**src/hw/aos_pkg.sv**
```systemverilog
// AmorphOS memory-test shell package
// Sizes, soft-register map and the packed request/response types
`default_nettype none

package aos_pkg;

	// ------------------------------
	// Sizes
	// ------------------------------
	localparam int NUM_APPS     = 2;
	localparam int APP_ID_W     = 1;

	// Host soft-register port
	localparam int SR_ADDR_W    = 32;
	localparam int SR_DATA_W    = 64;
	// Registers sit 8 bytes apart
	localparam int REG_IDX_LSB  = 3;
	localparam int REG_IDX_W    = 3;
	// Application select above the register index
	localparam int APP_SEL_LSB  = 6;

	// Memory channel
	localparam int MEM_ADDR_W   = 10;
	localparam int MEM_DATA_W   = 64;
	localparam int MEM_DEPTH    = 1024;
	// Queue exit to read data
	localparam int DRAM_LATENCY = 4;
	localparam int FIFO_DEPTH   = 4;

	// ------------------------------
	// Register map of one application
	// ------------------------------
	localparam logic [REG_IDX_W-1:0] REG_BASE    = 3'd0;
	localparam logic [REG_IDX_W-1:0] REG_COUNT   = 3'd1;
	localparam logic [REG_IDX_W-1:0] REG_PATTERN = 3'd2;
	// Bit 0 picks write run or read run
	localparam logic [REG_IDX_W-1:0] REG_START   = 3'd3;
	// Bit 63 busy, low bits progress
	localparam logic [REG_IDX_W-1:0] REG_DONE    = 3'd4;
	localparam logic [REG_IDX_W-1:0] REG_SUM     = 3'd5;

	// ------------------------------
	// Types
	// ------------------------------
	typedef logic [APP_ID_W-1:0] app_id_t;

	// Host request, taken whenever valid
	typedef struct packed {
		logic                 valid;
		logic                 is_write;
		logic [SR_ADDR_W-1:0] addr;
		logic [SR_DATA_W-1:0] data;
	} softreg_req_t;

	// Read data back to the host
	typedef struct packed {
		logic                 valid;
		logic [SR_DATA_W-1:0] data;
	} softreg_resp_t;

	// Word request, valid/grant handshake
	typedef struct packed {
		logic                  valid;
		logic                  is_write;
		logic [MEM_ADDR_W-1:0] addr;
		logic [MEM_DATA_W-1:0] data;
	} mem_req_t;

	// Read data only, writes are silent
	typedef struct packed {
		logic                  valid;
		logic [MEM_DATA_W-1:0] data;
	} mem_resp_t;

endpackage

`default_nettype wire

```
**src/hw/mem_drive.sv**
```systemverilog
// Memory drive application
// Writes a run of pattern words or reads a run back and sums it,
// all under control of its soft registers
`timescale 1ns/1ps
`default_nettype none

module mem_drive (
	input  wire logic                  clk_main_a0,
	input  wire logic                  rst_main_n,
	input  wire aos_pkg::softreg_req_t sr_req,
	output aos_pkg::softreg_resp_t     sr_resp,
	output aos_pkg::mem_req_t          mem_req,
	input  wire logic                  mem_req_grant,
	input  wire aos_pkg::mem_resp_t    mem_resp,
	output logic                       mem_resp_grant
);

	logic [aos_pkg::REG_IDX_W-1:0]   reg_idx;
	logic                            reg_wr;

	// Configuration registers
	logic [aos_pkg::SR_DATA_W-1:0]   base_q;
	logic [aos_pkg::SR_DATA_W-1:0]   count_q;
	logic [aos_pkg::SR_DATA_W-1:0]   pattern_q;

	// Run state
	logic                            busy;
	logic                            run_write;
	logic [aos_pkg::SR_DATA_W-1:0]   issue_cnt;
	logic [aos_pkg::SR_DATA_W-2:0]   done_cnt;
	logic [aos_pkg::SR_DATA_W-1:0]   sum_q;
	logic                            issue_xfer;

	// Read-back path
	logic [aos_pkg::SR_DATA_W-1:0]   rd_data;
	logic                            resp_valid_q;
	logic [aos_pkg::SR_DATA_W-1:0]   resp_data_q;

	assign reg_idx = sr_req.addr[aos_pkg::REG_IDX_LSB +: aos_pkg::REG_IDX_W];
	assign reg_wr  = sr_req.valid && sr_req.is_write;

	// ------------------------------
	// Memory request generation
	// ------------------------------
	// Held steady until granted, issue counter is the word index
	always_comb begin
		mem_req.valid    = busy && (issue_cnt != count_q);
		mem_req.is_write = run_write;
		mem_req.addr     = base_q[aos_pkg::MEM_ADDR_W-1:0]
			+ issue_cnt[aos_pkg::MEM_ADDR_W-1:0];
		mem_req.data     = aos_pkg::MEM_DATA_W'(pattern_q + issue_cnt);
	end

	assign issue_xfer     = mem_req.valid && mem_req_grant;
	// Read data is never refused
	assign mem_resp_grant = 1'b1;

	always_ff @(posedge clk_main_a0) begin
		if (!rst_main_n) begin
			base_q    <= '0;
			count_q   <= '0;
			pattern_q <= '0;
			busy      <= 1'b0;
			run_write <= 1'b0;
			issue_cnt <= '0;
			done_cnt  <= '0;
			sum_q     <= '0;
		end else begin
			// Stalls here while the arbiter withholds grant
			if (issue_xfer)
				issue_cnt <= issue_cnt + 1'b1;
			// Writes finish on grant, reads on return
			if ((issue_xfer && run_write) || mem_resp.valid)
				done_cnt <= done_cnt + 1'b1;
			if (mem_resp.valid)
				sum_q <= sum_q + aos_pkg::SR_DATA_W'(mem_resp.data);
			// All words accounted for
			if (busy && ({1'b0, done_cnt} == count_q))
				busy <= 1'b0;

			// Register writes, start wins over the run updates above
			if (reg_wr) begin
				case (reg_idx)
					aos_pkg::REG_BASE:    base_q    <= sr_req.data;
					aos_pkg::REG_COUNT:   count_q   <= sr_req.data;
					aos_pkg::REG_PATTERN: pattern_q <= sr_req.data;
					aos_pkg::REG_START: begin
						run_write <= sr_req.data[0];
						busy      <= 1'b1;
						issue_cnt <= '0;
						done_cnt  <= '0;
						sum_q     <= '0;
					end
					default: ;
				endcase
			end
		end
	end

	// ------------------------------
	// Soft-register reads
	// ------------------------------
	always_comb begin
		case (reg_idx)
			aos_pkg::REG_BASE:    rd_data = base_q;
			aos_pkg::REG_COUNT:   rd_data = count_q;
			aos_pkg::REG_PATTERN: rd_data = pattern_q;
			aos_pkg::REG_DONE:    rd_data = {busy, done_cnt};
			aos_pkg::REG_SUM:     rd_data = sum_q;
			default:              rd_data = '0;
		endcase
	end

	// One cycle after the request pulse
	always_ff @(posedge clk_main_a0) begin
		if (!rst_main_n)
			resp_valid_q <= 1'b0;
		else
			resp_valid_q <= sr_req.valid && !sr_req.is_write;
	end

	always_ff @(posedge clk_main_a0) begin
		resp_data_q <= rd_data;
	end

	always_comb begin
		sr_resp.valid = resp_valid_q;
		sr_resp.data  = resp_data_q;
	end

endmodule

`default_nettype wire

```
**config.mk**
```make
export PLATFORM = sky130hd
export DESIGN_NAME = mem_drive
export DESIGN_NICKNAME = d
export VERILOG_FILES = /design/src/hw/aos_pkg.sv /design/src/hw/mem_drive.sv
export SDC_FILE = /design/constraint.sdc
export NUM_CORES = 1
export LEC_CHECK = 0
export ABC_AREA = 1
export BUFFER_PORTS_ARGS = -buffer_cell sky130_fd_sc_hd__buf_2
export CORE_MARGIN = 2
export CORE_UTILIZATION = 35
export DETAILED_ROUTE_END_ITERATION = 8
export MAX_ROUTING_LAYER = met4
export PLACE_DENSITY = 0.49
export SETUP_SLACK_MARGIN = 0.3
export SYNTH_ARGS = -nofsm -noshare
export SYNTH_HDL_FRONTEND = slang
export SYNTH_SLANG_ARGS = --single-unit
```
**constraint.sdc**
```tcl
create_clock -name clk_main_a0 -period 4.3 [get_ports clk_main_a0]
set_input_delay 0.86 -clock clk_main_a0 [delete_from_list [all_inputs] [get_ports clk_main_a0]]
set_output_delay 0.86 -clock clk_main_a0 [all_outputs]
set_load 0.02 [all_outputs]
```
==> impl_metrics.toml, run 1 <==
[pwr]
power.share.clock = 0.446
leakage_nw = 16.62
p_sw_mw = 3.514
swShare = 0.3063
combPwrFrac = 0.168
p_int_mw = 7.958
sequentialPowerShare = 0.386
powerDensity_nw_per_um2 = 308.2
peakVddDrop_mv = 0.3417

[routing]
drc = 0
wl_um = 147400
via_per_inst = 5.270
ant_nets = 0
wl_per_cell_um = 22.08
vias = 35200
drt-initial-drc-count = 3346
first_pass_iters = 7

[place]
place_congestion = 1.027
place_hpwl_um = 118500
port_buffers = 277
dp_cells = 6567

[die]
pin_count = 308
core_area_um2 = 90290
dieArea_um2 = 93820
initial_utilization = 0.3543
die_w_um = 306.3
die_h_um = 306.3
num_rows = 110

[worst_setup_path]
crit_path_max_incr_delay_ps = 470
crit_path_max_fanout = 5
worst-path-buf-inv = 2
critical_path.most_common_cell = "a21oi_1"
start_kind = "flip-flop"
end_kind = "primary output"
crit_type = "flip-flop to primary output"
crit_family = "compound AO/OA/AOI/OAI gates"
arrival_ps = 3100
path_cells = "ha_2, a21oi_1, inv_1, a31oi_1, o21ai_0, a21oi_1, o211ai_1, xor2_1, buf_2"
critPathRequiredTime_ps = 3440
crit_path_top_delay_cell = "dfxtp_1"

[sta]
hold_violations = 0
final.setup.tns_ps = 0
fin_crit_sh = 0.9199
tightest_slew_ps = 1117
clock.fmax_ghz = 0.2528
finalSetupViolCount = 0
slew_headroom = 0.2485
rsz0062_at_grt = "yes"
skew_ps = 18.08
period_needed_ps = 3955
slew_violations = 0

[logic_synthesis]
synth_top_flop_cell = "dfxtp_1"
synth_edf_count = 0
synth_warnings = 0
synth_fp_nets = 5542
synth_top_cell_by_area = "dfxtp_1"
synth_top_area_frac = 0.2816
synthCells = 5236
synthDistinctLibCells = 55
async_reset_ff_frac = 0
ys_seq_elements = 450
synth_area_um2 = 31990
avgSynthCellArea_um2 = 6.109
synthTopCellsByArea = "dfxtp_1 (28%), nand2_1 (15%), nor2_1 (9.5%)"
ys_seq_area_frac = 0.2816

[grt]
antenna_found_initial = 6
grt_pass1_vias = 32880
track_usage = 0.3127
grt_start_max_net_pins = 72
gr-total-overflow = 0
grt_pass1_wl_um = 212900

[min_path]
hold_path.class = "input pin to flip-flop"

[outcome]
outcome = "complete, no violations"

[cts]
clk_pin_slew_ps = 60
cts_hold_buf = 0
clk_latency_ps = 640
numCtsBuffers = 53
cts_tree = "done"
cts.sinks = 450
cts-root-buf = "clkbuf_16"
h-tree-depth = 2
clock_path_buffers = 3

[cells_and_area]
drive_gt1_frac = 0.1130
syn2layout_area_growth_pct = 16.36
final_cell_mix = "nand2_1 (1235), nor2_1 (805), inv_1 (694), a21oi_1 (424), dfxtp_1 (416)"
stdcell_count = 6678
nets = 5758
final_common_cell = "nand2_1"

[job]
max-cap-violations = 0
## cells by family (layout without fill, tap and decap cells)
kind of cell	Yosys count	in the layout	share of synthesized area
buffers and inverters	890	1150	0.1084
adders and majority gates	140	140	0.05547
AOI/OAI and AO/OA	981	981	0.1707
and+or+nand+nor	2601	2601	0.3363
DFF	450	450	0.2816
other	1	7	0.0001172
xor gates and xnor gates	173	173	0.04737
## power by group through the flow
stage                     clock (mW)  sequential [mW]  combinational, mW
after global placement             0             4.51               1.89
after detailed placement           0             4.51               1.90
after CTS                       5.19             4.42               1.91
after global routing            5.36             4.44               2.12
final                           5.12             4.43               1.93
after floorplan                    0             4.48               1.19
## what timing repair did
item,in CTS,in global routing
pin swaps,3,10
endpoints found under the setup margin,31,30
resized for setup,50,118
buffers inserted,1,5
## synthesized netlist by cell type (6+ instances only)
cell type / number
buf_4: 6
buf_1: 18
nand4_1: 72
a21oi_1: 432
o21ai_0: 346
a31oi_1: 20
nor3_2: 10
nand2_1: 1252
xor2_1: 156
o21a_1: 6
o221ai_1: 26
nor4_1: 36
inv_1: 697
o22ai_1: 29
xnor2_1: 17
nand3_1: 291
nor2_2: 13
nor2_1: 811
clkbuf_1: 115
o21bai_1: 23
nand3b_1: 9
inv_2: 20
a21boi_0: 6
nor3_1: 83
buf_6: 6
o2111ai_1: 13
a21o_1: 25
o211ai_1: 17
a211o_1: 26
dfxtp_1: 450
buf_2: 25
ha_1: 137
## registers in the layout, indices dropped and copies added, names as in the netlist
signal	cells
run_write	1
resp_data_q	64
base_q	64
issue_cnt	64
pattern_q	64
resp_valid_q	1
count_q	64
sum_q	64
done_cnt	63
busy	1
## metal layers
layer  vias to the layer above  global-route usage  share of wire
met5                         -                   -              0
met4                         0              0.1081          0.039
met3                       221             0.03041          0.063
met2                      1241              0.4839           0.44
met1                     16310              0.4250           0.46
li1                      17420                   -              -
## worst reg2reg max path, cell delays in order, from the launching register on
cell	delay, ps
dfxtp_1	550
inv_1	140
nand2_1	80
nand2_1	150
nor2_1	150
nand2_1	60
nor2_1	130
nand2_1	130
nor2_2	300
nand2_2	150
nand4_4	150
nand2_4	490
nand2_1	340
nand2_1	70
nand2_1	60
nor2_1	50
## area by class of cell
class / instances / area [um2]
antenna: 6 / 15.01
clock buffer: 71 / 1505
inverter: 717 / 2695
multi-input combinational: 3896 / 20130
tap: 1176 / 1471
sequential: 450 / 9056
fill: 9968 / 53070
timing repair buffer: 334 / 1906
clock inverter: 28 / 441.7
## stage by stage
stage | util | hold WS [ps] | setup slack [ps] | area, um2 | total power, mW
finish | 0.4122 | 379.6 | 344.6 | 37220 | 11.47
global route | 0.4122 | 392.1 | 278.5 | 37210 | 11.93
CTS | 0.4063 | 360.1 | 270.8 | 36690 | 11.52
detailed placement | 0.3829 | 453.5 | 561.1 | 34570 | 6.410
global placement | 0.3829 | 448.2 | 569.1 | 34570 | 6.407
floorplan | - | 441.0 | 1150 | 31990 | 5.673
## worst paths after layout
kind	cells after the start	slack [ps]	from	to
max	9	340	pattern_q[43]	mem_req[50]
min	2	380	sr_req[96]	resp_valid_q
max reg2reg	15	1200	count_q[63]	done_cnt[61]
min reg2reg	2	460	base_q[35]	base_q[35]
No activity file was read; power rests on OpenSTA's default activity.
==> inputs of run 2 (changes only) <==
==> constraint.sdc (replaced) <==
create_clock -name clk_main_a0 -period 4.3 [get_ports clk_main_a0]
set_input_delay 0.43 -clock clk_main_a0 [delete_from_list [all_inputs] [get_ports clk_main_a0]]
set_output_delay 0.43 -clock clk_main_a0 [all_outputs]
set_load 0.02 [all_outputs]
==> impl_metrics.toml, run 2 (same netlist as run 1, synthesis figures left out) <==
[pwr]
sequentialPowerShare = 0.384
p_int_mw = 7.900
finalPower_mw = 11.53
powerDensity_nw_per_um2 = 315.4
peakVddDrop_mv = 0.3126
swShare = 0.3145
leakage_nw = 16.58
power.share.clock = 0.449
p_sw_mw = 3.625
combPwrFrac = 0.167

[sta]
skew_ps = 48.86
period_needed_ps = 3895
final.setup.tns_ps = 0
finalSetupViolCount = 0
fin_crit_sh = 0.9058
hold_ws_ps = 66.38
worst_slack_ps = 405.1
hold_violations = 0
clock.fmax_ghz = 0.2567
slew_violations = 0
slew_headroom = 0.2464
rsz0062_at_grt = "yes"
tightest_slew_ps = 1120

[place]
pre_cts_ws_ps = 955.1
place_hpwl_um = 119400
port_buffers = 277
place_congestion = 1.036
placed_area_um2 = 34470
dp_cells = 6555

[die]
pin_count = 308
initial_utilization = 0.3543
die_w_um = 306.3
dieArea_um2 = 93820
core_area_um2 = 90290
die_h_um = 306.3
num_rows = 110

[cts]
clk_pin_slew_ps = 60
clk_latency_ps = 660
post_cts_buffers = 0
h-tree-depth = 2
numCtsBuffers = 55
cts_tree = "done"
cts-root-buf = "clkbuf_16"
clock_path_buffers = 3
cts.sinks = 450

[routing]
ant_nets = 0
drt-initial-drc-count = 3265
wl_per_cell_um = 22.20
vias = 34830
via_per_inst = 5.220
drc = 0
wl_um = 148100
first_pass_iters = 6

[worst_setup_path]
crit_path_max_fanout = 7
start_kind = "flip-flop"
crit_type = "flip-flop to primary output"
arrival_ps = 3460
r2r_slack_ps = 1180
end_kind = "primary output"
critPathRequiredTime_ps = 3870

[cells_and_area]
stdcell_area_um2 = 36540
drive_gt1_frac = 0.09006
nets = 5744
final_cell_mix = "nand2_1 (1248), nor2_1 (809), inv_1 (694), dfxtp_1 (449), a21oi_1 (430)"
final_common_cell = "nand2_1"
finalCoreUtilization = 0.4047
syn2layout_area_growth_pct = 14.24
stdcell_count = 6673

[grt]
grt_pass1_vias = 32950
grt_pass1_wl_um = 214800
track_usage = 0.3154
antenna_found_initial = 14
grt_start_max_net_pins = 101
gr-total-overflow = 0

[min_path]
hold_path.class = "input pin to flip-flop"

[job]
max-cap-violations = 0

[outcome]
outcome = "complete, no violations"
run 2: what timing repair did:
item | in CTS | in global routing
hold buffers | 2 | 0
hold endpoints to repair | 1 | 0
endpoints found under the setup margin | 3 | 14
gates resized for setup | 3 | 8
pin swaps | 0 | 1
run 2: final cells by class:
cell class / instances / area [um2]
diodes: 12 / 30.03
clock buffers: 67 / 1481
clock inverters: 37 / 508.0
fillers: 9982 / 53750
inverters: 717 / 2695
multi-input cells: 3896 / 19580
flip-flops and latches: 450 / 9010
well taps: 1176 / 1471
repair buffers: 318 / 1767
run 2: final timing paths:
| path | startpoint | endpoint | depth (start not counted) |
|---|---|---|---|
| setup / recovery | issue_cnt[28] | mem_req[63] | 10 |
| hold / removal | sr_req[36] | pattern_q[36] | 3 |
| setup reg to reg | done_cnt[0] | done_cnt[56] | 13 |
| hold reg to reg | base_q[43] | base_q[43] | 2 |
run 2: layer usage:
| metal | vias to the layer above | GRT usage | part of all wire |
|---|---|---|---|
| met4 | 0 | 0.1067 | 0.038 |
| met1 | 16120 | 0.4218 | 0.46 |
| met2 | 1111 | 0.4916 | 0.44 |
| met5 | - | - | 0 |
| li1 | 17390 | - | - |
| met3 | 209 | 0.03836 | 0.059 |
run 2: worst max-delay path, cell delays in order (launching register included):
cell and delay, ps:
dfxtp_1 560, ha_1 370, a21o_1 200, a31oi_1 290, o21ai_0 320, a21oi_1 190, nand2_1 200, nand3_1 130
nand2_1 170, xor2_1 190, buf_2 180
run 2: power groups by stage:
stage	Combinational (mW)	Clock [mW]	Sequential (mW)
4_1_cts	1.91	5.24	4.42
2_1_floorplan	1.19	0	4.48
3_3_place_gp	1.90	0	4.51
3_5_place_dp	1.90	0	4.52
6_report	1.92	5.17	4.43
5_1_grt	2.12	5.39	4.44
