## src/hw/aos_pkg.sv

```systemverilog
// AmorphOS memory-test shell package
// Sizes, soft-register map and the packed request/response types
`default_nettype none

package aos_pkg;

	// ------------------------------
	// Sizes
	// ------------------------------
	localparam int NUM_APPS     = 2;
	localparam int APP_ID_W     = 1;

	// Host soft-register port
	localparam int SR_ADDR_W    = 32;
	localparam int SR_DATA_W    = 64;
	// Registers sit 8 bytes apart
	localparam int REG_IDX_LSB  = 3;
	localparam int REG_IDX_W    = 3;
	// Application select above the register index
	localparam int APP_SEL_LSB  = 6;

	// Memory channel
	localparam int MEM_ADDR_W   = 10;
	localparam int MEM_DATA_W   = 64;
	localparam int MEM_DEPTH    = 1024;
	// Queue exit to read data
	localparam int DRAM_LATENCY = 4;
	localparam int FIFO_DEPTH   = 4;

	// ------------------------------
	// Register map of one application
	// ------------------------------
	localparam logic [REG_IDX_W-1:0] REG_BASE    = 3'd0;
	localparam logic [REG_IDX_W-1:0] REG_COUNT   = 3'd1;
	localparam logic [REG_IDX_W-1:0] REG_PATTERN = 3'd2;
	// Bit 0 picks write run or read run
	localparam logic [REG_IDX_W-1:0] REG_START   = 3'd3;
	// Bit 63 busy, low bits progress
	localparam logic [REG_IDX_W-1:0] REG_DONE    = 3'd4;
	localparam logic [REG_IDX_W-1:0] REG_SUM     = 3'd5;

	// ------------------------------
	// Types
	// ------------------------------
	typedef logic [APP_ID_W-1:0] app_id_t;

	// Host request, taken whenever valid
	typedef struct packed {
		logic                 valid;
		logic                 is_write;
		logic [SR_ADDR_W-1:0] addr;
		logic [SR_DATA_W-1:0] data;
	} softreg_req_t;

	// Read data back to the host
	typedef struct packed {
		logic                 valid;
		logic [SR_DATA_W-1:0] data;
	} softreg_resp_t;

	// Word request, valid/grant handshake
	typedef struct packed {
		logic                  valid;
		logic                  is_write;
		logic [MEM_ADDR_W-1:0] addr;
		logic [MEM_DATA_W-1:0] data;
	} mem_req_t;

	// Read data only, writes are silent
	typedef struct packed {
		logic                  valid;
		logic [MEM_DATA_W-1:0] data;
	} mem_resp_t;

endpackage

`default_nettype wire

```

## src/hw/mem_arbiter.sv

```systemverilog
// Memory arbiter
// Round-robin of the application ports onto one channel,
// read data steered back by a queue of winner tags
`timescale 1ns/1ps
`default_nettype none

module mem_arbiter (
	input  wire logic               clk_main_a0,
	input  wire logic               rst_main_n,
	input  wire aos_pkg::mem_req_t  app_mem_req [aos_pkg::NUM_APPS],
	output logic                    app_req_grant [aos_pkg::NUM_APPS],
	output aos_pkg::mem_resp_t      app_mem_resp [aos_pkg::NUM_APPS],
	input  wire logic               app_resp_grant [aos_pkg::NUM_APPS],
	output aos_pkg::mem_req_t       ch_req,
	input  wire logic               ch_req_grant,
	input  wire aos_pkg::mem_resp_t ch_resp,
	output logic                    ch_resp_grant
);

	aos_pkg::app_id_t  rr_ptr;
	aos_pkg::app_id_t  scan_id;
	logic              scan_found;
	logic              locked;
	aos_pkg::app_id_t  lock_id;
	aos_pkg::app_id_t  winner;
	aos_pkg::mem_req_t win_req;
	logic              ch_xfer;
	logic              tag_in_grant;
	aos_pkg::app_id_t  tag_head;
	logic              tag_head_valid;
	logic              tag_pop;

	// First valid request at or after the pointer
	always_comb begin : scan_b
		aos_pkg::app_id_t idx;
		scan_id    = rr_ptr;
		scan_found = 1'b0;
		for (int k = 0; k < aos_pkg::NUM_APPS; k++) begin
			idx = aos_pkg::app_id_t'((int'(rr_ptr) + k) % aos_pkg::NUM_APPS);
			if (!scan_found && app_mem_req[idx].valid) begin
				scan_found = 1'b1;
				scan_id    = idx;
			end
		end
	end

	// A presented but ungranted request keeps the channel
	assign winner  = locked ? lock_id : scan_id;
	assign win_req = app_mem_req[winner];

	// Reads wait for room in the tag queue
	always_comb begin
		ch_req       = win_req;
		ch_req.valid = win_req.valid && (win_req.is_write || tag_in_grant);
	end

	assign ch_xfer = ch_req.valid && ch_req_grant;

	always_comb begin
		for (int i = 0; i < aos_pkg::NUM_APPS; i++)
			app_req_grant[i] = ch_xfer && (winner == aos_pkg::app_id_t'(i));
	end

	always_ff @(posedge clk_main_a0) begin
		if (!rst_main_n) begin
			rr_ptr  <= '0;
			locked  <= 1'b0;
			lock_id <= '0;
		end else if (ch_xfer) begin
			rr_ptr <= aos_pkg::app_id_t'((int'(winner) + 1) % aos_pkg::NUM_APPS);
			locked <= 1'b0;
		end else if (ch_req.valid) begin
			locked  <= 1'b1;
			lock_id <= winner;
		end
	end

	// ------------------------------
	// Response return by tag
	// ------------------------------
	sync_fifo #(
		.T(aos_pkg::app_id_t)
	) tag_fifo_i (
		.clk_main_a0 (clk_main_a0),
		.rst_main_n  (rst_main_n),
		.in_data     (winner),
		.in_valid    (ch_xfer && !win_req.is_write),
		.in_grant    (tag_in_grant),
		.out_data    (tag_head),
		.out_valid   (tag_head_valid),
		.out_grant   (tag_pop)
	);

	assign ch_resp_grant = tag_head_valid && app_resp_grant[tag_head];
	assign tag_pop       = ch_resp.valid && ch_resp_grant;

	always_comb begin
		for (int i = 0; i < aos_pkg::NUM_APPS; i++) begin
			app_mem_resp[i].data  = ch_resp.data;
			app_mem_resp[i].valid = ch_resp.valid && tag_head_valid
				&& (tag_head == aos_pkg::app_id_t'(i));
		end
	end

endmodule

`default_nettype wire

```

## src/hw/sync_fifo.sv

```systemverilog
// Synchronous FIFO with valid/grant on both sides
// Payload type is a parameter, depth comes from the package
`timescale 1ns/1ps
`default_nettype none

module sync_fifo #(
	parameter type T = logic
) (
	input  wire logic clk_main_a0,
	input  wire logic rst_main_n,
	input  wire T     in_data,
	input  wire logic in_valid,
	output logic      in_grant,
	output T          out_data,
	output logic      out_valid,
	input  wire logic out_grant
);

	localparam int PTR_W = $clog2(aos_pkg::FIFO_DEPTH);
	localparam int CNT_W = $clog2(aos_pkg::FIFO_DEPTH + 1);

	T                 slots [aos_pkg::FIFO_DEPTH];
	logic [PTR_W-1:0] wr_ptr;
	logic [PTR_W-1:0] rd_ptr;
	logic [CNT_W-1:0] count;
	logic             push;
	logic             pop;

	// Accept while not full, show oldest while not empty
	assign in_grant  = (count != CNT_W'(aos_pkg::FIFO_DEPTH));
	assign out_valid = (count != '0);
	assign out_data  = slots[rd_ptr];
	assign push      = in_valid && in_grant;
	assign pop       = out_valid && out_grant;

	always_ff @(posedge clk_main_a0) begin
		if (!rst_main_n) begin
			wr_ptr <= '0;
			rd_ptr <= '0;
			count  <= '0;
		end else begin
			if (push)
				wr_ptr <= (wr_ptr == PTR_W'(aos_pkg::FIFO_DEPTH - 1)) ? '0 : wr_ptr + 1'b1;
			if (pop)
				rd_ptr <= (rd_ptr == PTR_W'(aos_pkg::FIFO_DEPTH - 1)) ? '0 : rd_ptr + 1'b1;
			// Simultaneous push and pop leave the count alone
			if (push && !pop)
				count <= count + 1'b1;
			else if (pop && !push)
				count <= count - 1'b1;
		end
	end

	// Storage
	always_ff @(posedge clk_main_a0) begin
		if (push)
			slots[wr_ptr] <= in_data;
	end

endmodule

`default_nettype wire

```

## config.mk

```make
export PLATFORM = sky130hd
export DESIGN_NAME = mem_arbiter
export DESIGN_NICKNAME = d
export VERILOG_FILES = /design/src/hw/aos_pkg.sv /design/src/hw/mem_arbiter.sv /design/src/hw/sync_fifo.sv
export SDC_FILE = /design/constraint.sdc
export NUM_CORES = 1
export LEC_CHECK = 0
export BUFFER_PORTS_ARGS = -buffer_cell sky130_fd_sc_hd__buf_2
export CAP_MARGIN = 40
export CORE_AREA = 2 2 167 169
export CTS_BUF_LIST = sky130_fd_sc_hd__clkbuf_16
export DETAILED_ROUTE_END_ITERATION = 7
export DIE_AREA = 0 0 169 171
export GPL_TIMING_DRIVEN = 1
export PLACE_DENSITY = 0.34
export SYNTH_ARGS = -nofsm -noshare
export SYNTH_HDL_FRONTEND = slang
export SYNTH_HIERARCHICAL = 1
export SYNTH_SLANG_ARGS = --single-unit
```

## constraint.sdc

```tcl
create_clock -name clk_main_a0 -period 8.9 [get_ports clk_main_a0]
set_input_delay 1.335 -clock clk_main_a0 [delete_from_list [all_inputs] [get_ports clk_main_a0]]
set_output_delay 1.335 -clock clk_main_a0 [all_outputs]
set_load 0.05 [all_outputs]
```

==> results of run 1 <==
## cells in the mapped netlist, drive strengths merged, types with 2 or more instances
cell    number
a21boi       2
a21oi        2
and2         3
and3         5
buf        138
clkbuf       9
dfxtp       12
edfxtp       4
ha           6
inv          6
mux2i        5
nand2      235
nand3        2
nor2         8
nor2b        2
o211a        2
o21ai        4
or3          2
## metrics by stage
| stage | instance area [um2] | power (mW) |
|---|---|---|
| finish | 3450 | 0.651 |
| detailed placement | 3370 | 0.568 |
| global placement | 3370 | 0.568 |
| CTS | 3450 | 0.660 |
| global route | 3450 | 0.693 |
| floorplan | 2790 | 0.597 |
## power by group
| part | switching [mW] | total [mW] | internal (mW) |
|---|---|---|---|
| Sequential | 0.00951 | 0.0932 | 0.0837 |
| Clock | 0.0296 | 0.0892 | 0.0597 |
| Combinational | 0.351 | 0.469 | 0.117 |
## kinds of logic (layout without fill, tap and decap cells)
kind of cell	count (synthesis)	in the layout	share of synthesized area, %
xor gates and xnor gates	2	2	0.629
and+or+nand+nor	260	260	37.0
muxes	6	6	2.60
buffers and inverters	153	250	39.1
DFF	16	16	12.9
adders and majority gates	7	7	3.41
AOI/OAI and AO/OA	15	15	4.36
## cells in the final DEF (no fill, tap or decap), types with 2 or more instances in the layout
master     count
or3_2          2
nor2_1         8
dfxtp_1       12
edfxtp_1       4
nor2b_1        2
buf_2        238
inv_1          5
ha_1           6
and3_2         4
buf_4          2
o21ai_0        4
a21oi_1        2
nand2_1      234
mux2i_1        5
and2_1         2
nand3_1        2
clkbuf_16      3
## worst max-delay path by stage
stage	startpoint	end	slack [ps]	depth (start not counted)
after detailed placement	app_mem_req[75]	tag_fifo_i/count[2]	3700	15
after global routing	app_mem_req[75]	tag_fifo_i/count[2]	3640	15
after CTS	app_mem_req[151]	ch_req[9]	3870	8
after global placement	app_mem_req[75]	tag_fifo_i/count[2]	3770	15
after floorplan	app_mem_req[151]	tag_fifo_i/count[2]	4680	15
final	app_mem_req[151]	ch_req[9]	3970	8
## metal layers
metal / global-route usage, % / part of all wire, % / vias up
met5: 0 / 0 / -
met4: 1.71 / 1.5 / 0
met3: 3.49 / 13 / 12
met2: 14.0 / 50 / 216
met1: 7.66 / 36 / 1197
li1: - / - / 1468
## area by class of cell
class / count / area [um2]
Clock inverter: 1 / 3.75
Sequential cell: 16 / 360
Tap cell: 346 / 433
Timing Repair Buffer: 240 / 1210
Multi-Input combinational cell: 290 / 1350
Inverter: 6 / 22.5
Clock buffer: 3 / 75.1
Fill cell: 3253 / 23900
## worst max-delay path, stage by stage
cell and delay, ps:
buf_2 110, a21boi_2 160, o21a_4 350, inv_2 520, buf_4 550, nand2_1 100
nand2_1 130, buf_2 280
==> results.json, run 1 <==
{
  "timing.setup.tns_ps": 0,
  "fp.coreArea_mm2": 0.0273,
  "ys_seq_area_share_pct": 12.9,
  "syn-instance-count": 459,
  "initial_utilization_pct": 10.2,
  "drt-pass1-iter-count": 4,
  "cts_sinks": 16,
  "worst_setup_path_start_kind": "input pin",
  "synth-edff-count": 4,
  "cts_tree": "yes",
  "drc": 0,
  "max_cap_violations": 0,
  "post_cts_buffers": 0,
  "worstReg2RegStart": "locked",
  "slew_headroom_pct": 55.9,
  "r2r_end": "tag_fifo_i/count[2]",
  "clk_path_buf_depth": 2,
  "skew_ps": 1.60,
  "portBuffers": 238,
  "overflow": 0,
  "grt_pass1_vias": 2814,
  "ant_nets": 0,
  "crit_arrival_ps": 3600,
  "holdPathStages": 2,
  "min_period_ps": 4930,
  "wl_per_cell_um": 13.0,
  "wl_um": 11700,
  "finalCritPeriodShare_pct": 55.4,
  "hold_start": "tag_fifo_i/wr_ptr[1]",
  "syn-mean-instance-area_um2": 6.07,
  "grtUsageTotal_pct": 7.51,
  "worstPathRequired_ps": 7570,
  "status": "finished clean",
  "grt_pass1_wl_um": 16700,
  "power.density_mw_per_mm2": 189,
  "pin_count": 431,
  "drive_gt1_share_pct": 46.4,
  "cts-buffers-inserted": 3,
  "die_h_um": 171,
  "post-place-cells": 898,
  "die_width_um": 169,
  "hold_path.class": "flip-flop to flip-flop",
  "grt_start_max_net_pins": 48,
  "finalMaxSlewViolations": 0,
  "setup_slack_ps": 3970,
  "async_flop_share_pct": 0,
  "reg2reg_slack_ps": 4890,
  "drt-initial-drc-count": 93,
  "worst_slew_pin_slew_ps": 656,
  "gp_congestion": 0.749,
  "timing.fmax_ghz": 0.203,
  "syn_area_mm2": 0.00279,
  "hold_end": "tag_fifo_i/wr_ptr[1]",
  "synth_top_area_cell": "buf_4",
  "clock_latency_ps": 250,
  "rsz0062_at_grt": "no",
  "yosys_most_used_dff": "dfxtp_1",
  "synth_top_area_share_pct": 35.3,
  "ys_ff_latch": 16,
  "hold_ws_ps": 507,
  "antenna_cells": 0,
  "htree_levels": 1,
  "critPathKind": "input pin to output pin",
  "clk_pin_slew_ps": 50,
  "num_rows": 61,
  "synthTopCellsByArea": "buf_4 (35%), nand2_1 (32%), dfxtp_1 (8.6%), edfxtp_1 (4.3%), ha_1 (2.7%)",
  "ff2ff_path_depth": 14,
  "hpwlAfterDp_um": 10000,
  "pre_cts_slack_ps": 3700,
  "antenna_found_initial": 0,
  "fp.dieArea_mm2": 0.0289,
  "vias": 2893,
  "final_nets": 786,
  "yosysWarnings": 6,
  "areaGrowthSynthToFinish_pct": 23.7,
  "cts_resized": 0,
  "final-setup-viol-count": 0,
  "end_kind": "output pin",
  "synth_nets": 688,
  "p_leak_nw": 2.03,
  "cts_hold_buffers": 0,
  "final_core_util_pct": 12.6,
  "cts_root_buf": "clkbuf_16",
  "peakVddDrop_v": 0.0000649,
  "final_cells": 902,
  "vias_per_cell": 3.21,
  "ys_types": 39,
  "hold_viol_final": 0,
  "path_max_fanout": 45
}
(Power assumes the default switching activity.)
==> run 2, diff against run 1 <==
--- a/config.mk
+++ b/config.mk
@@ -7,10 +7,10 @@
 export LEC_CHECK = 0
 export BUFFER_PORTS_ARGS = -buffer_cell sky130_fd_sc_hd__buf_2
 export CAP_MARGIN = 40
-export CORE_AREA = 2 2 167 169
+export CORE_AREA = 2 2 168 170
 export CTS_BUF_LIST = sky130_fd_sc_hd__clkbuf_16
 export DETAILED_ROUTE_END_ITERATION = 7
-export DIE_AREA = 0 0 169 171
+export DIE_AREA = 0 0 170 172
 export GPL_TIMING_DRIVEN = 1
 export PLACE_DENSITY = 0.34
 export SYNTH_ARGS = -nofsm -noshare
==> constraint.sdc (replaced) <==
create_clock -name clk_main_a0 -period 4.6 [get_ports clk_main_a0]
set_input_delay 0.69 -clock clk_main_a0 [delete_from_list [all_inputs] [get_ports clk_main_a0]]
set_output_delay 0.69 -clock clk_main_a0 [all_outputs]
set_load 0.05 [all_outputs]
==> run 2 against run 1 <==
- count of clock-buffer cells in the layout unchanged
- non-clock buffer count up 1
- critical path depth up 5
- global-route usage down 0.75 points
- flip-flop and latch count unchanged
- routed wire length down 6.9%
- sequential power up 92%
- critical path type is now input pin to flip-flop
- highest routed layer unchanged
==> results.json, run 2 (synthesis results as in run 1) <==
{
  "worstSetupStartpoint": "app_mem_req[75]",
  "clock_latency_ps": 240,
  "clk_pin_slew_ps": 50,
  "hold_path.class": "flip-flop to flip-flop",
  "die_h_um": 172,
  "hold_viol_final": 0,
  "die_width_um": 170,
  "gp_congestion": 0.729,
  "cts_root_buf": "clkbuf_16",
  "timing.setup.tns_ps": 0,
  "worst_setup_path_start_kind": "input pin",
  "final_nets": 787,
  "htree_levels": 1,
  "max_cap_violations": 0,
  "peakVddDrop_v": 0.000122,
  "wl_um": 10900,
  "power.density_mw_per_mm2": 361,
  "worstPathRequired_ps": 4770,
  "fp.dieArea_mm2": 0.0292,
  "rsz0062_at_grt": "no",
  "cts_hold_buffers": 0,
  "drt-pass1-iter-count": 4,
  "vias_per_cell": 3.15,
  "pin_count": 431,
  "cts_sinks": 16,
  "grt_pass1_wl_um": 15200,
  "drive_gt1_share_pct": 46.5,
  "worstReg2RegStart": "rr_ptr",
  "critPathKind": "input pin to flip-flop",
  "final_cells": 903,
  "overflow": 0,
  "initial_utilization_pct": 10.1,
  "crit_arrival_ps": 3710,
  "hpwlAfterDp_um": 9260,
  "skew_ps": 4.88,
  "post_cts_buffers": 0,
  "min_period_ps": 3540,
  "mostFrequentLayoutCells": "buf_2 (238), nand2_1 (234), dfxtp_1 (12), nor2_1 (8)",
  "final-setup-viol-count": 0,
  "cts-buffers-inserted": 3,
  "cts_tree": "yes",
  "status": "finished clean",
  "fp.coreArea_mm2": 0.0275,
  "cpPeakStageDelay_ps": 450,
  "antenna_cells": 0,
  "antenna_found_initial": 0,
  "finalMaxSlewViolations": 0,
  "fillers": 3261,
  "grt_pass1_vias": 2688,
  "final_common_cell": "buf_2",
  "reg2reg_slack_ps": 1270,
  "cp_cell_sequence": "buf_2 -> o21bai_1 -> o21a_4 -> o211a_4 -> nand2_2 -> nor2_1 -> and2_4 -> ha_1 -> inv_1 -> fa_1 -> xor2_1 -> or3_2 -> a21boi_0",
  "num_rows": 61,
  "cts_resized": 0,
  "wl_per_cell_um": 12.1,
  "cp_slowest_cell": "o21a_4",
  "slew_headroom_pct": 56.0,
  "timing.fmax_ghz": 0.282,
  "clk_path_buf_depth": 2,
  "grt_start_max_net_pins": 45,
  "grtUsageTotal_pct": 6.75,
  "end_kind": "flip-flop",
  "r2r_end": "tag_fifo_i/count[2]",
  "ant_nets": 0,
  "p_leak_nw": 2.05,
  "post-place-cells": 899,
  "ff2ff_path_depth": 12,
  "drt-initial-drc-count": 101,
  "crit_path_end": "tag_fifo_i/count[2]",
  "drc": 0,
  "portBuffers": 238,
  "worst_slew_pin_slew_ps": 655,
  "path_max_fanout": 37,
  "vias": 2841,
  "areaGrowthSynthToFinish_pct": 24.4,
  "finalCritPeriodShare_pct": 77.0
}
==> run 2: changes by cell type in the layout (fill, tap and decap cells not counted), sizes merged <==
cell / change
buf: +1
clkinv: -1
inv: +1
==> run 2: layer usage <==
metal / share of wire [%] / vias up / global-route usage, %
met3: 13 / 40 / 3.27
met1: 35 / 1140 / 6.45
met2: 47 / 193 / 12.2
met4: 4.8 / 0 / 3.34
li1: - / 1468 / -
met5: 0 / - / 0
==> run 2: critical path: cells and delay by family <==
family | cells | cell delay (ps)
and+or+nand+nor | 4 | 960
buffers and inverters | 2 | 200
xor gates and xnor gates | 1 | 180
adders and majority gates | 2 | 600
AOI/OAI and AO/OA | 4 | 1080
==> run 2: power by group <==
group | switching, mW | internal [mW]
Combinational | 0.672 | 0.232
Clock | 0.0541 | 0.115
Sequential | 0.0171 | 0.162
Total | 0.743 | 0.509
==> run 2: how the worst min path moves through the flow <==
| stage | cells past startpoint | slack (ps) | end | startpoint |
|---|---|---|---|---|
| after global placement | 2 | 510 | rr_ptr | rr_ptr |
| after CTS | 2 | 510 | tag_fifo_i/wr_ptr[1] | tag_fifo_i/wr_ptr[1] |
| final | 2 | 510 | tag_fifo_i/wr_ptr[1] | tag_fifo_i/wr_ptr[1] |
| after detailed placement | 2 | 490 | tag_fifo_i/wr_ptr[1] | tag_fifo_i/wr_ptr[1] |
| after floorplan | 2 | 460 | rr_ptr | rr_ptr |
| after global routing | 2 | 530 | rr_ptr | rr_ptr |
==> run 2: area by class of cell <==
type                            instances  area [um2]  area share [%]
Clock buffer                            3        75.1            2.17
Clock inverter                          1        3.75           0.108
Inverter                                6        22.5           0.650
Multi-Input combinational cell        290        1350            38.8
Sequential cell                        16         360            10.4
Tap cell                              346         433            12.5
Timing Repair Buffer                  241        1230            35.4
==> run 2: per-stage QoR <==
step | total power, mW | util [%] | hold slack [ps] | setup slack [ps] | cell area [um2]
final | 1.25 | 12.6 | 506 | 1060 | 3470
after global routing | 1.34 | 12.6 | 528 | 813 | 3470
after CTS | 1.27 | 12.6 | 506 | 1010 | 3470
after detailed placement | 1.10 | 12.3 | 494 | 758 | 3390
after global placement | 1.09 | 12.3 | 506 | 803 | 3370
after floorplan | 1.16 | - | 463 | 1030 | 2790
