**src/hw/aos_pkg.sv**
```systemverilog
// AmorphOS memory-test shell package
// Sizes, soft-register map and the packed request/response types
`default_nettype none

package aos_pkg;

	// ------------------------------
	// Sizes
	// ------------------------------
	localparam int NUM_APPS     = 2;
	localparam int APP_ID_W     = 1;

	// Host soft-register port
	localparam int SR_ADDR_W    = 32;
	localparam int SR_DATA_W    = 64;
	// Registers sit 8 bytes apart
	localparam int REG_IDX_LSB  = 3;
	localparam int REG_IDX_W    = 3;
	// Application select above the register index
	localparam int APP_SEL_LSB  = 6;

	// Memory channel
	localparam int MEM_ADDR_W   = 10;
	localparam int MEM_DATA_W   = 64;
	localparam int MEM_DEPTH    = 1024;
	// Queue exit to read data
	localparam int DRAM_LATENCY = 4;
	localparam int FIFO_DEPTH   = 4;

	// ------------------------------
	// Register map of one application
	// ------------------------------
	localparam logic [REG_IDX_W-1:0] REG_BASE    = 3'd0;
	localparam logic [REG_IDX_W-1:0] REG_COUNT   = 3'd1;
	localparam logic [REG_IDX_W-1:0] REG_PATTERN = 3'd2;
	// Bit 0 picks write run or read run
	localparam logic [REG_IDX_W-1:0] REG_START   = 3'd3;
	// Bit 63 busy, low bits progress
	localparam logic [REG_IDX_W-1:0] REG_DONE    = 3'd4;
	localparam logic [REG_IDX_W-1:0] REG_SUM     = 3'd5;

	// ------------------------------
	// Types
	// ------------------------------
	typedef logic [APP_ID_W-1:0] app_id_t;

	// Host request, taken whenever valid
	typedef struct packed {
		logic                 valid;
		logic                 is_write;
		logic [SR_ADDR_W-1:0] addr;
		logic [SR_DATA_W-1:0] data;
	} softreg_req_t;

	// Read data back to the host
	typedef struct packed {
		logic                 valid;
		logic [SR_DATA_W-1:0] data;
	} softreg_resp_t;

	// Word request, valid/grant handshake
	typedef struct packed {
		logic                  valid;
		logic                  is_write;
		logic [MEM_ADDR_W-1:0] addr;
		logic [MEM_DATA_W-1:0] data;
	} mem_req_t;

	// Read data only, writes are silent
	typedef struct packed {
		logic                  valid;
		logic [MEM_DATA_W-1:0] data;
	} mem_resp_t;

endpackage

`default_nettype wire

```
**src/hw/softreg_router.sv**
```systemverilog
// Soft-register router
// Sends each host request to one application by address,
// merges the application read responses back to the host
`timescale 1ns/1ps
`default_nettype none

module softreg_router (
	input  wire logic                  clk_main_a0,
	input  wire logic                  rst_main_n,
	input  wire aos_pkg::softreg_req_t host_req,
	output aos_pkg::softreg_resp_t     host_resp,
	output aos_pkg::softreg_req_t      app_req [aos_pkg::NUM_APPS],
	input  wire aos_pkg::softreg_resp_t app_resp [aos_pkg::NUM_APPS]
);

	aos_pkg::app_id_t              app_sel;
	aos_pkg::softreg_req_t         req_q;
	logic [aos_pkg::NUM_APPS-1:0]  app_valid_q;

	// Application index sits just above the register index
	assign app_sel = host_req.addr[aos_pkg::APP_SEL_LSB +: aos_pkg::APP_ID_W];

	// ------------------------------
	// Request path, one register stage
	// ------------------------------
	always_ff @(posedge clk_main_a0) begin
		if (!rst_main_n) begin
			app_valid_q <= '0;
		end else begin
			for (int i = 0; i < aos_pkg::NUM_APPS; i++)
				app_valid_q[i] <= host_req.valid && (app_sel == aos_pkg::app_id_t'(i));
		end
	end

	// Shared payload, only the valid is per application
	always_ff @(posedge clk_main_a0) begin
		if (host_req.valid)
			req_q <= host_req;
	end

	always_comb begin
		for (int i = 0; i < aos_pkg::NUM_APPS; i++) begin
			app_req[i]       = req_q;
			app_req[i].valid = app_valid_q[i];
		end
	end

	// ------------------------------
	// Response path, combinational
	// ------------------------------
	// One read outstanding, so at most one app answers
	always_comb begin
		host_resp = '0;
		for (int i = 0; i < aos_pkg::NUM_APPS; i++) begin
			if (app_resp[i].valid)
				host_resp = app_resp[i];
		end
	end

endmodule

`default_nettype wire

```
**config.mk**
```make
export PLATFORM = sky130hd
export DESIGN_NAME = softreg_router
export DESIGN_NICKNAME = d
export VERILOG_FILES = /design/src/hw/aos_pkg.sv /design/src/hw/softreg_router.sv
export SDC_FILE = /design/constraint.sdc
export NUM_CORES = 1
export LEC_CHECK = 0
export BUFFER_PORTS_ARGS = -buffer_cell sky130_fd_sc_hd__clkbuf_2
export CAP_MARGIN = 0
export CORE_AREA = 2 2 189 191
export DETAILED_ROUTE_END_ITERATION = 7
export DIE_AREA = 0 0 191 193
export HOLD_SLACK_MARGIN = 0.05
export PLACE_DENSITY = 0.43
export SETUP_SLACK_MARGIN = 0.1
export SLEW_MARGIN = 30
export SYNTH_ARGS = -nofsm -noshare
export SYNTH_HDL_FRONTEND = slang
export SYNTH_SLANG_ARGS = --single-unit
```
**constraint.sdc**
```tcl
create_clock -name clk_main_a0 -period 0.85 [get_ports clk_main_a0]
set_input_delay 0 -clock clk_main_a0 [delete_from_list [all_inputs] [get_ports clk_main_a0]]
set_output_delay 0 -clock clk_main_a0 [all_outputs]
set_load 0.02 [all_outputs]
```
==> metrics.md, run 1 <==
| Metric | Value |
|---|---|
| Status | finished with violations |
| Failing checks | negative setup slack |
| Minimum clock period | 1.06 ns |
| Placed Cells | 1133 |
| Top Family by Delay on Critical Path | flip-flops |
| Die height | 193 µm |
| Max FO, Critical Path | 2 |
| Sequential-to-total area share from yosys stat | 67.3% |
| Initial Util | 12.5% |
| Fraction of synthesized cell area in xor and xnor cells | 0% |
| First-pass GRT wire length | 29.6 mm |
| # IOs | 491 |
| CTS Buffer Depth | 2 |
| Worst-Margin Slew | 0.271 ns |
| Ratio of cells with drive above 1 in the final layout | 71.9% |
| Synth cell types | 13 |
| Unrepaired setup endpoints after global routing | yes |
| VDD IR max | 0.000945 V |
| Mux cell area share after synthesis | 0% |
| Clock root cell | clkbuf_16 |
| Avg Inst Size Synth | 15.6 µm² |
| Layout Cells excl Fill | 1267 |
| Yosys top cell area share | 66.4% |
| Core box area | 0.0350 mm² |
| CTS buffer count | 9 |
| Peak Freq | 0.941 GHz |
| Routed WL | 25.4 mm |
| Synthesis-stage register bit count | 99 |
| Critical Setup Path Class | reg2out |
| Dominant cells by area after synthesis | edfxtp_1, buf_4, a22o_1 |
| DRT iter0 DRCs | 146 |
| Post-Synthesis Net Count | 511 |
| Main synth FF type | edfxtp_1 |
| Routability cong. | 0.822 |
| Vias in the first global route | 4373 |
| # setup viols final | 256 |
| Synth Area in Compound Gates | 12.7% |
| Critical-path cell list | clkbuf_2 |
| Area Overhead vs Synth | 140% |
| Power density over the cells | 1540 mW/mm² |
| Syn Std Cell Area | 0.00439 mm² |
| Final Hold Fails | 0 |
| Clk sinks | 99 |
| Largest net degree at the start of global routing | 41 |
| Initial antenna violation count | 6 |
| Cell Rows | 69 |
| Slowest CP cell | edfxtp_1 |
| Top-count cell post-synth | buf_4 |
| Die width | 191 µm |
| Port Buffers | 490 |
| Die ar. | 0.0369 mm² |
| YS warnings | 0 |
| Max_slew headroom | 81.9% |
| TritonCTS clock tree | yes |
| WP data arrival | 1.06 ns |
| Placed cell areas | 0.00674 mm² |
| Final worst-path cycle share | 125% |
| Worst path bufs/invs | 1 |
| GRT Residual Overflow | 0 |
| Endpoint required time on the critical path | 0.85 ns |
| Leak Pwr | 4.77 nW |
| Yosys top cell by area | edfxtp_1 |
| Pre-antenna DRT Iters | 4 |
| DRC Markers | 0 |
| Via count | 4440 |
| Max-cap violation count | 0 |
| Top cells by count, synth | buf_4, edfxtp_1, a22o_1 |
| WL per Instance | 20.1 µm |
| Synth Area in Simple Gates | 0.827% |
| Design area | 0.0105 mm² |
| Hold Crit Class | in2reg |
| Final Core Density | 30.1% |
| H-tree depth | 3 |
| Post-synth EDFFs | 97 |
| Via-per-instance ratio | 3.50 |
| Setup ws final | -0.212 ns |
| Antenna-violating nets left | 0 |
| Worst Setup End Kind | primary output |
| Startpoint Class | flip-flop |
| Max Slew Vio Count | 0 |
| Hold slack | 0.133 ns |
| Cells after Synth | 281 |
| Largest stage delay, worst path | 0.50 ns |
| Post-DP HPWL | 19.2 mm |
| Adder-cell share of the synthesized area | 0% |
| Ys async rst share | 0% |
| Worst-path clk slew | 0.07 ns |
| Main combinational cell family by area after synthesis | buffers and inverters |
| Global Route Usage Sum | 11.8% |
| NumNets Final | 1026 |
## per-layer routing
layer	vias up	global-route usage [%]	part of all wire, %
li1	2008	-	-
met1	2088	11.4	33
met2	318	23.4	55
met3	26	2.64	8.6
met4	0	5.55	3.3
met5	-	0	0
## cell families after synthesis
family | Yosys count
buffers and inverters | 111
AO/OA/AOI/OAI | 64
flip-flops | 99
AND/OR/NAND/NOR | 7
## final cells by class
cell class | count | area, µm²
clock inverter | 6 | 91.3
clock buffer | 9 | 225
fill | 3491 | 24400
sequential | 99 | 2960
timing repair buffer | 615 | 5720
tap | 461 | 577
multi-input combinational | 71 | 942
antenna | 6 | 15.0
## cells in the final DEF, fill, tap and decap left out, drive strengths merged
cell type | synthesis | final
bufinv | 0 | 2
nor2b | 1 | 1
edfxtp | 97 | 97
dlygate4sd3 | 0 | 98
clkinvlp | 0 | 3
a22o | 63 | 63
nor2 | 1 | 1
buf | 109 | 264
clkbuf | 2 | 262
or2 | 1 | 1
and3 | 1 | 1
nand2 | 3 | 3
dfxtp | 2 | 2
diode | 0 | 6
o21ai | 1 | 1
clkinv | 0 | 1
## path summary, 6_finish.rpt
check | start | end | slack [ns] | cells after the start
max | app_req[67]$_DFFE_PP_ | app_req[67] | -0.21 | 1
min | host_req[97] | app_req[29]$_DFFE_PP_ | 0.13 | 2
## state kept, by name, indices dropped and copies added, names as in the netlist
signal	cells
app_req	97
app_valid_q	2
## through the flow
stage          TNS (ns)  power [W]  setup slack, ns
2_1_floorplan         0    0.00819            0.183
3_3_place_gp      -5.23    0.00970           -0.285
3_5_place_dp      -5.27    0.00966           -0.280
4_1_cts          -29.54     0.0152           -0.238
5_1_grt          -34.51     0.0168           -0.240
6_report         -25.62     0.0162           -0.212
## report_power, final
| group | leakage, nW | switching [W] | internal [W] |
|---|---|---|---|
| Sequential | 0.967 | 0.000430 | 0.00581 |
| Combinational | 3.66 | 0.00252 | 0.00301 |
| Clock | 0.144 | 0.00188 | 0.00257 |
## repair_timing
| item | CTS | global route |
|---|---|---|
| hold endpoints to repair | 99 | 0 |
| endpoints found under the setup margin | 261 | 261 |
| setup buffers | 4 | 2 |
| pin swaps | 6 | 12 |
| hold buffers | 98 | 0 |
| gates cloned | 7 | 4 |
| resized for setup | 167 | 638 |
Power figures use the tool's default switching activity.
==> run 2: changes to the inputs <==
- RECOVER_POWER: not set -> 25
==> run 2 against run 1 <==
The run still ends with negative setup slack left. First-iteration DRC count unchanged. Clock-buffer cell count unchanged. Core utilization down 0.072 points. Wire length about the same. Global-route usage unchanged. Cell area down 0.24%. Largest cell class unchanged. Clock power about the same. Final cell count unchanged. Critical path depth unchanged. Combinational power about the same.
==> metrics.md, run 2 (synthesis results as in run 1) <==
| Metric | Value |
|---|---|
| Sw Share | 29.8% (about the same) |
| WP depth | 1 (unchanged) |
| Worst path bufs/invs | 1 (unchanged) |
| CTS Buffer Depth | 2 (unchanged) |
| Die ar. | 0.0369 mm² (unchanged) |
| Max_slew headroom | 62.4% (-20 points) |
| Routed WL | 25.4 mm (about the same) |
| Clock share of power | 27.5% (about the same) |
| Setup ws final | -0.212 ns (+0.000353 ns) |
| Max FO, Critical Path | 2 (unchanged) |
| Peak Freq | 0.942 GHz (about the same) |
| P_sw | 0.00482 W (-0.12%) |
| H-tree depth | 3 (unchanged) |
| Placed Cells | 1133 (unchanged) |
| Critical-path cell list | clkbuf_2 |
| Via-per-instance ratio | 3.50 (-0.25%) |
| Die width | 191 µm (unchanged) |
| Fillers | 3494 (+0.086%) |
| Worst-Margin Slew | 0.565 ns (+0.293 ns) |
| Initial Util | 12.5% (unchanged) |
| Failing checks | negative setup slack |
| Slowest CP cell | edfxtp_1 |
| Vias in the first global route | 4373 (unchanged) |
| Top Family by Delay on Critical Path | flip-flops |
| Hold Crit Class | in2out |
| Final Core Density | 30.0% (-0.072 points) |
| Leak Pwr | 4.76 nW (-0.21%) |
| VDD IR max | 0.000945 V (about the same) |
| Status | finished with violations |
| Ratio of cells with drive above 1 in the final layout | 71.8% (-0.12 points) |
| GRT Residual Overflow | 0 (unchanged) |
| DRT iter0 DRCs | 146 (unchanged) |
| Max-cap violation count | 0 (unchanged) |
| # setup viols final | 256 (unchanged) |
| Port Buffers | 490 (unchanged) |
| Clk sinks | 99 (unchanged) |
| WL per Instance | 20.1 µm (about the same) |
| Initial antenna violation count | 6 (unchanged) |
| Commonest non-fill, non-tap cell in the layout | clkbuf_2 |
| Worst Setup End Kind | primary output |
| Minimum clock period | 1.06 ns (-0.000353 ns) |
| NumNets Final | 1026 (unchanged) |
| Cell Rows | 69 (unchanged) |
| Via count | 4429 (-0.25%) |
| Final worst-path cycle share | 125% (about the same) |
| Critical Setup Path Class | reg2out |
| Max Slew Vio Count | 0 (unchanged) |
| Largest stage delay, worst path | 0.50 ns (about the same) |
| # IOs | 491 (unchanged) |
| Final Hold Fails | 0 (unchanged) |
| Power density over the cells | 1540 mW/mm² (+0.12%) |
| Unrepaired setup endpoints after global routing | yes |
| Global Route Usage Sum | 11.8% (unchanged) |
| DRC Markers | 0 (unchanged) |
| First-pass GRT wire length | 29.6 mm (unchanged) |
| TritonCTS clock tree | yes |
| Die height | 193 µm (unchanged) |
| Worst-path clk slew | 0.07 ns (about the same) |
| Pre-antenna DRT Iters | 4 (unchanged) |
| Layout Cells excl Fill | 1267 (unchanged) |
| Clock root cell | clkbuf_16 |
| Antenna-violating nets left | 0 (unchanged) |
| Area Overhead vs Synth | 139% |
| Max FFs per register | 97 (unchanged) |
| Endpoint required time on the critical path | 0.85 ns (about the same) |
| Core box area | 0.0350 mm² (unchanged) |
| Startpoint Class | flip-flop |
| WP data arrival | 1.06 ns (about the same) |
| Hold path cells | 3 (+1) |
| Internal | 0.0114 W (-0.12%) |
| Post-DP HPWL | 19.2 mm (unchanged) |
| Largest net degree at the start of global routing | 41 (unchanged) |
| CTS buffer count | 9 (unchanged) |
| Most frequent cells in the layout | clkbuf_2, buf_6, dlygate4sd3_1 |
| Power share of the combinational group | 34.0% (about the same) |
| Routability cong. | 0.822 (unchanged) |
| Sequential cell fraction of total power | 38.5% (about the same) |
-- run 2: cell type report --
class / instances / area (µm²) / share of cell area [%]
clock inverters: 6 / 91.3 / 0.870
flip-flops and latches: 99 / 2960 / 28.1
clock buffers: 9 / 225 / 2.14
diodes: 6 / 15.0 / 0.143
multi-input cells: 71 / 942 / 8.97
repair buffers: 615 / 5700 / 54.2
well taps: 461 / 577 / 5.49
-- run 2: stage by stage --
stage          hold WS (ns)  worst slack, ns  total power [W]  area [µm²]  TNS (ns)
2_1_floorplan        0.0715            0.183          0.00819        4390         0
3_3_place_gp          0.178           -0.285          0.00970        6740     -5.23
3_5_place_dp          0.179           -0.280          0.00966        6740     -5.27
4_1_cts               0.119           -0.238           0.0152        9050    -29.54
5_1_grt               0.318           -0.240           0.0168       10500    -34.93
6_report              0.304           -0.212           0.0162       10500    -25.49
-- run 2: power by group through the flow --
stage	logic (W)	clock network [W]	registers (W)
6_report	0.00551	0.00445	0.00624
5_1_grt	0.00576	0.00476	0.00628
4_1_cts	0.00452	0.00462	0.00609
3_5_place_dp	0.00348	0	0.00617
3_3_place_gp	0.00351	0	0.00619
2_1_floorplan	0.00163	0	0.00656
-- run 2: path summary, 6_finish.rpt --
path                               from            end  slack, ns
hold / removal            app_resp[103]  host_resp[38]       0.30
setup / recovery  app_req[67]$_DFFE_PP_    app_req[67]      -0.21
-- run 2: timing repair --
item                                    in CTS  in global routing
hold buffers                                98                  0
pin swaps                                    6                 12
gates cloned                                 7                  4
buffers inserted                             4                  2
gates resized for setup                    167                638
endpoints found under the setup margin     261                261
hold endpoints to repair                    99                  0
-- run 2: routing by layer --
layer / vias to the layer above / routed length (µm) / global-route usage [%]
met5: - / 0 / 0
met4: 0 / 772 / 5.55
met3: 24 / 2190 / 2.64
met2: 318 / 14200 / 23.4
met1: 2079 / 8300 / 11.4
li1: 2008 / - / -
==> run 3: changes to the inputs <==
- clock period: 0.85 -> 1.3 ns (I/O delays scaled with it)
==> run 3 against run 2 <==
The flow now finishes without violations. Sequential power shrank 36%. First-iteration DRC count shrank 19%. Wire length shrank 7.1%. Die area unchanged. Clock power shrank 34%. Final cell count shrank 1.4%. Cell area is 24% lower. Core utilization fell by 7.1 points. Critical endpoint is now host_resp[18]. Highest routed layer unchanged.
==> metrics.md, run 3 (synthesis results as in run 1) <==
| Metric | Value |
|---|---|
| Status | complete, no violations |
| VDD IR max | 0.000799 V (-15%) |
| Largest net degree at the start of global routing | 41 (unchanged) |
| Unrepaired setup endpoints after global routing | no |
| Die width | 191 µm (unchanged) |
| H-tree depth | 3 (unchanged) |
| CTS Buffer Depth | 2 (unchanged) |
| Worst-Margin Slew | 0.985 ns (+0.420 ns) |
| Port Buffers | 490 (unchanged) |
| Post-DP HPWL | 19.7 mm (+2.2%) |
| Cell Rows | 69 (unchanged) |
| Gates resized, CTS repair | 0 (-100%) |
| Hold path cells | 2 (-1) |
| Most frequent cells in the layout | clkbuf_2, dlygate4sd3_1, edfxtp_1 |
| Commonest non-fill, non-tap cell in the layout | clkbuf_2 |
| Worst-path clk slew | 0.07 ns (about the same) |
| Clock root cell | clkbuf_16 |
| Critical Setup Path Class | in2out |
| # setup viols final | 0 (-100%) |
| Leak Pwr | 3.88 nW (-18%) |
| Via count | 4276 (-3.5%) |
| Power density over the cells | 1170 mW/mm² (-24%) |
| DRT iter0 DRCs | 118 (-19%) |
| TritonCTS clock tree | yes |
| Peak Freq | 0.928 GHz |
| CTS Hold Buffers Added | 100 (+2.0%) |
| WP data arrival | 1.08 ns (+0.02 ns) |
| GRT Residual Overflow | 0 (unchanged) |
| CTS buffer count | 9 (unchanged) |
| Setup repair bufs after CTS | 0 (-4) |
| First-pass GRT wire length | 29.9 mm (+0.75%) |
| Placed cell areas | 0.00671 mm² (-0.45%) |
| Routed WL | 23.6 mm (-7.1%) |
| DRC Markers | 0 (unchanged) |
| Antenna-violating nets left | 0 (unchanged) |
| Max-cap violation count | 0 (unchanged) |
| Met1 WL | 8.03 mm (-3.2%) |
| Vias in the first global route | 4330 (-0.98%) |
| Layout Cells excl Fill | 1249 (-1.4%) |
| Global Route Usage Sum | 11.8% (+0.045 points) |
| Pre-antenna DRT Iters | 4 (unchanged) |
| Final Hold Fails | 0 (unchanged) |
| Initial Util | 12.5% (unchanged) |
| Top routing layer in use | met4 |
| Area of the multi-input gates | 598 µm² (-37%) |
| Reg area | 0.00295 mm² (about the same) |
| Final worst-path cycle share | 82.9% |
| Final Core Density | 22.9% (-7.1 points) |
| Met2 routed WL | 12.9 mm (-9.1%) |
| Ratio of cells with drive above 1 in the final layout | 65.3% (-6.4 points) |
| # IOs | 491 (unchanged) |
| Hold Crit Class | in2reg |
| Max FO, Critical Path | 40 (+38) |
| Endpoint required time on the critical path | 1.30 ns (+0.45 ns) |
| Worst Setup End Kind | primary output |
| Die ar. | 0.0369 mm² (unchanged) |
| Core box area | 0.0350 mm² (unchanged) |
| Routability cong. | 0.814 (-0.89%) |
| Met3 wire length | 2.09 mm (-4.2%) |
| Area Overhead vs Synth | 82.6% |
| Hold slack | 0.166 ns (-0.138 ns) |
| Max Slew Vio Count | 0 (unchanged) |
| Design area | 0.00801 mm² (-24%) |
| Die height | 193 µm (unchanged) |
| Fillers | 3783 (+8.3%) |
| Initial antenna violation count | 4 (-2) |
| Max FFs per register | 97 (unchanged) |
| WL per Instance | 18.9 µm (-5.8%) |
| Max_slew headroom | 34.3% (-28 points) |
| Via-per-instance ratio | 3.42 (-2.1%) |
| Minimum clock period | 1.08 ns |
| Placed Cells | 1129 (-0.35%) |
| TNS Setup | 0 ns (+25.49 ns) |
| Startpoint Class | input pin |
| NumNets Final | 1009 (-1.7%) |
| Clk sinks | 99 (unchanged) |
[run 3: metal layers]
metal	global-route usage (%)	vias to the layer above
li1	-	1961
met1	11.6	1986
met2	23.3	310
met3	3.02	19
met4	4.86	0
met5	0	-
[run 3: cell type report]
| cell class | count | share of cell area [%] |
|---|---|---|
| Antenna cell | 4 | 0.125 |
| Clock buffer | 10 | 2.86 |
| Clock inverter | 6 | 1.11 |
| Multi-Input combinational cell | 71 | 7.46 |
| Sequential cell | 99 | 36.8 |
| Tap cell | 461 | 7.20 |
| Timing Repair Buffer | 598 | 44.4 |
[run 3: where the power goes]
group	leakage (nW)	internal [W]	total (W)	switching, W
sequential	0.966	0.00379	0.00397	0.000175
combinational	2.77	0.000978	0.00249	0.00151
clock	0.149	0.00169	0.00294	0.00124
total	3.88	0.00646	0.00939	0.00292
[run 3: path summary, 6_finish.rpt]
kind | from | end | slack [ns]
setup / recovery | app_resp[64] | host_resp[18] | 0.22
hold / removal | host_req[97] | app_req[9]$_DFFE_PP_ | 0.17
[run 3: per-stage QoR]
step	setup slack, ns	total power, W
floorplan	0.633	0.00536
global placement	0.161	0.00633
detailed placement	0.170	0.00631
CTS	0.166	0.00956
global route	0.143	0.00977
finish	0.222	0.00939
[run 3: worst max-delay path, stage by stage]
cell      delay (ns)
clkbuf_2        0.13
buf_4           0.37
a22o_1          0.35
clkbuf_2        0.22
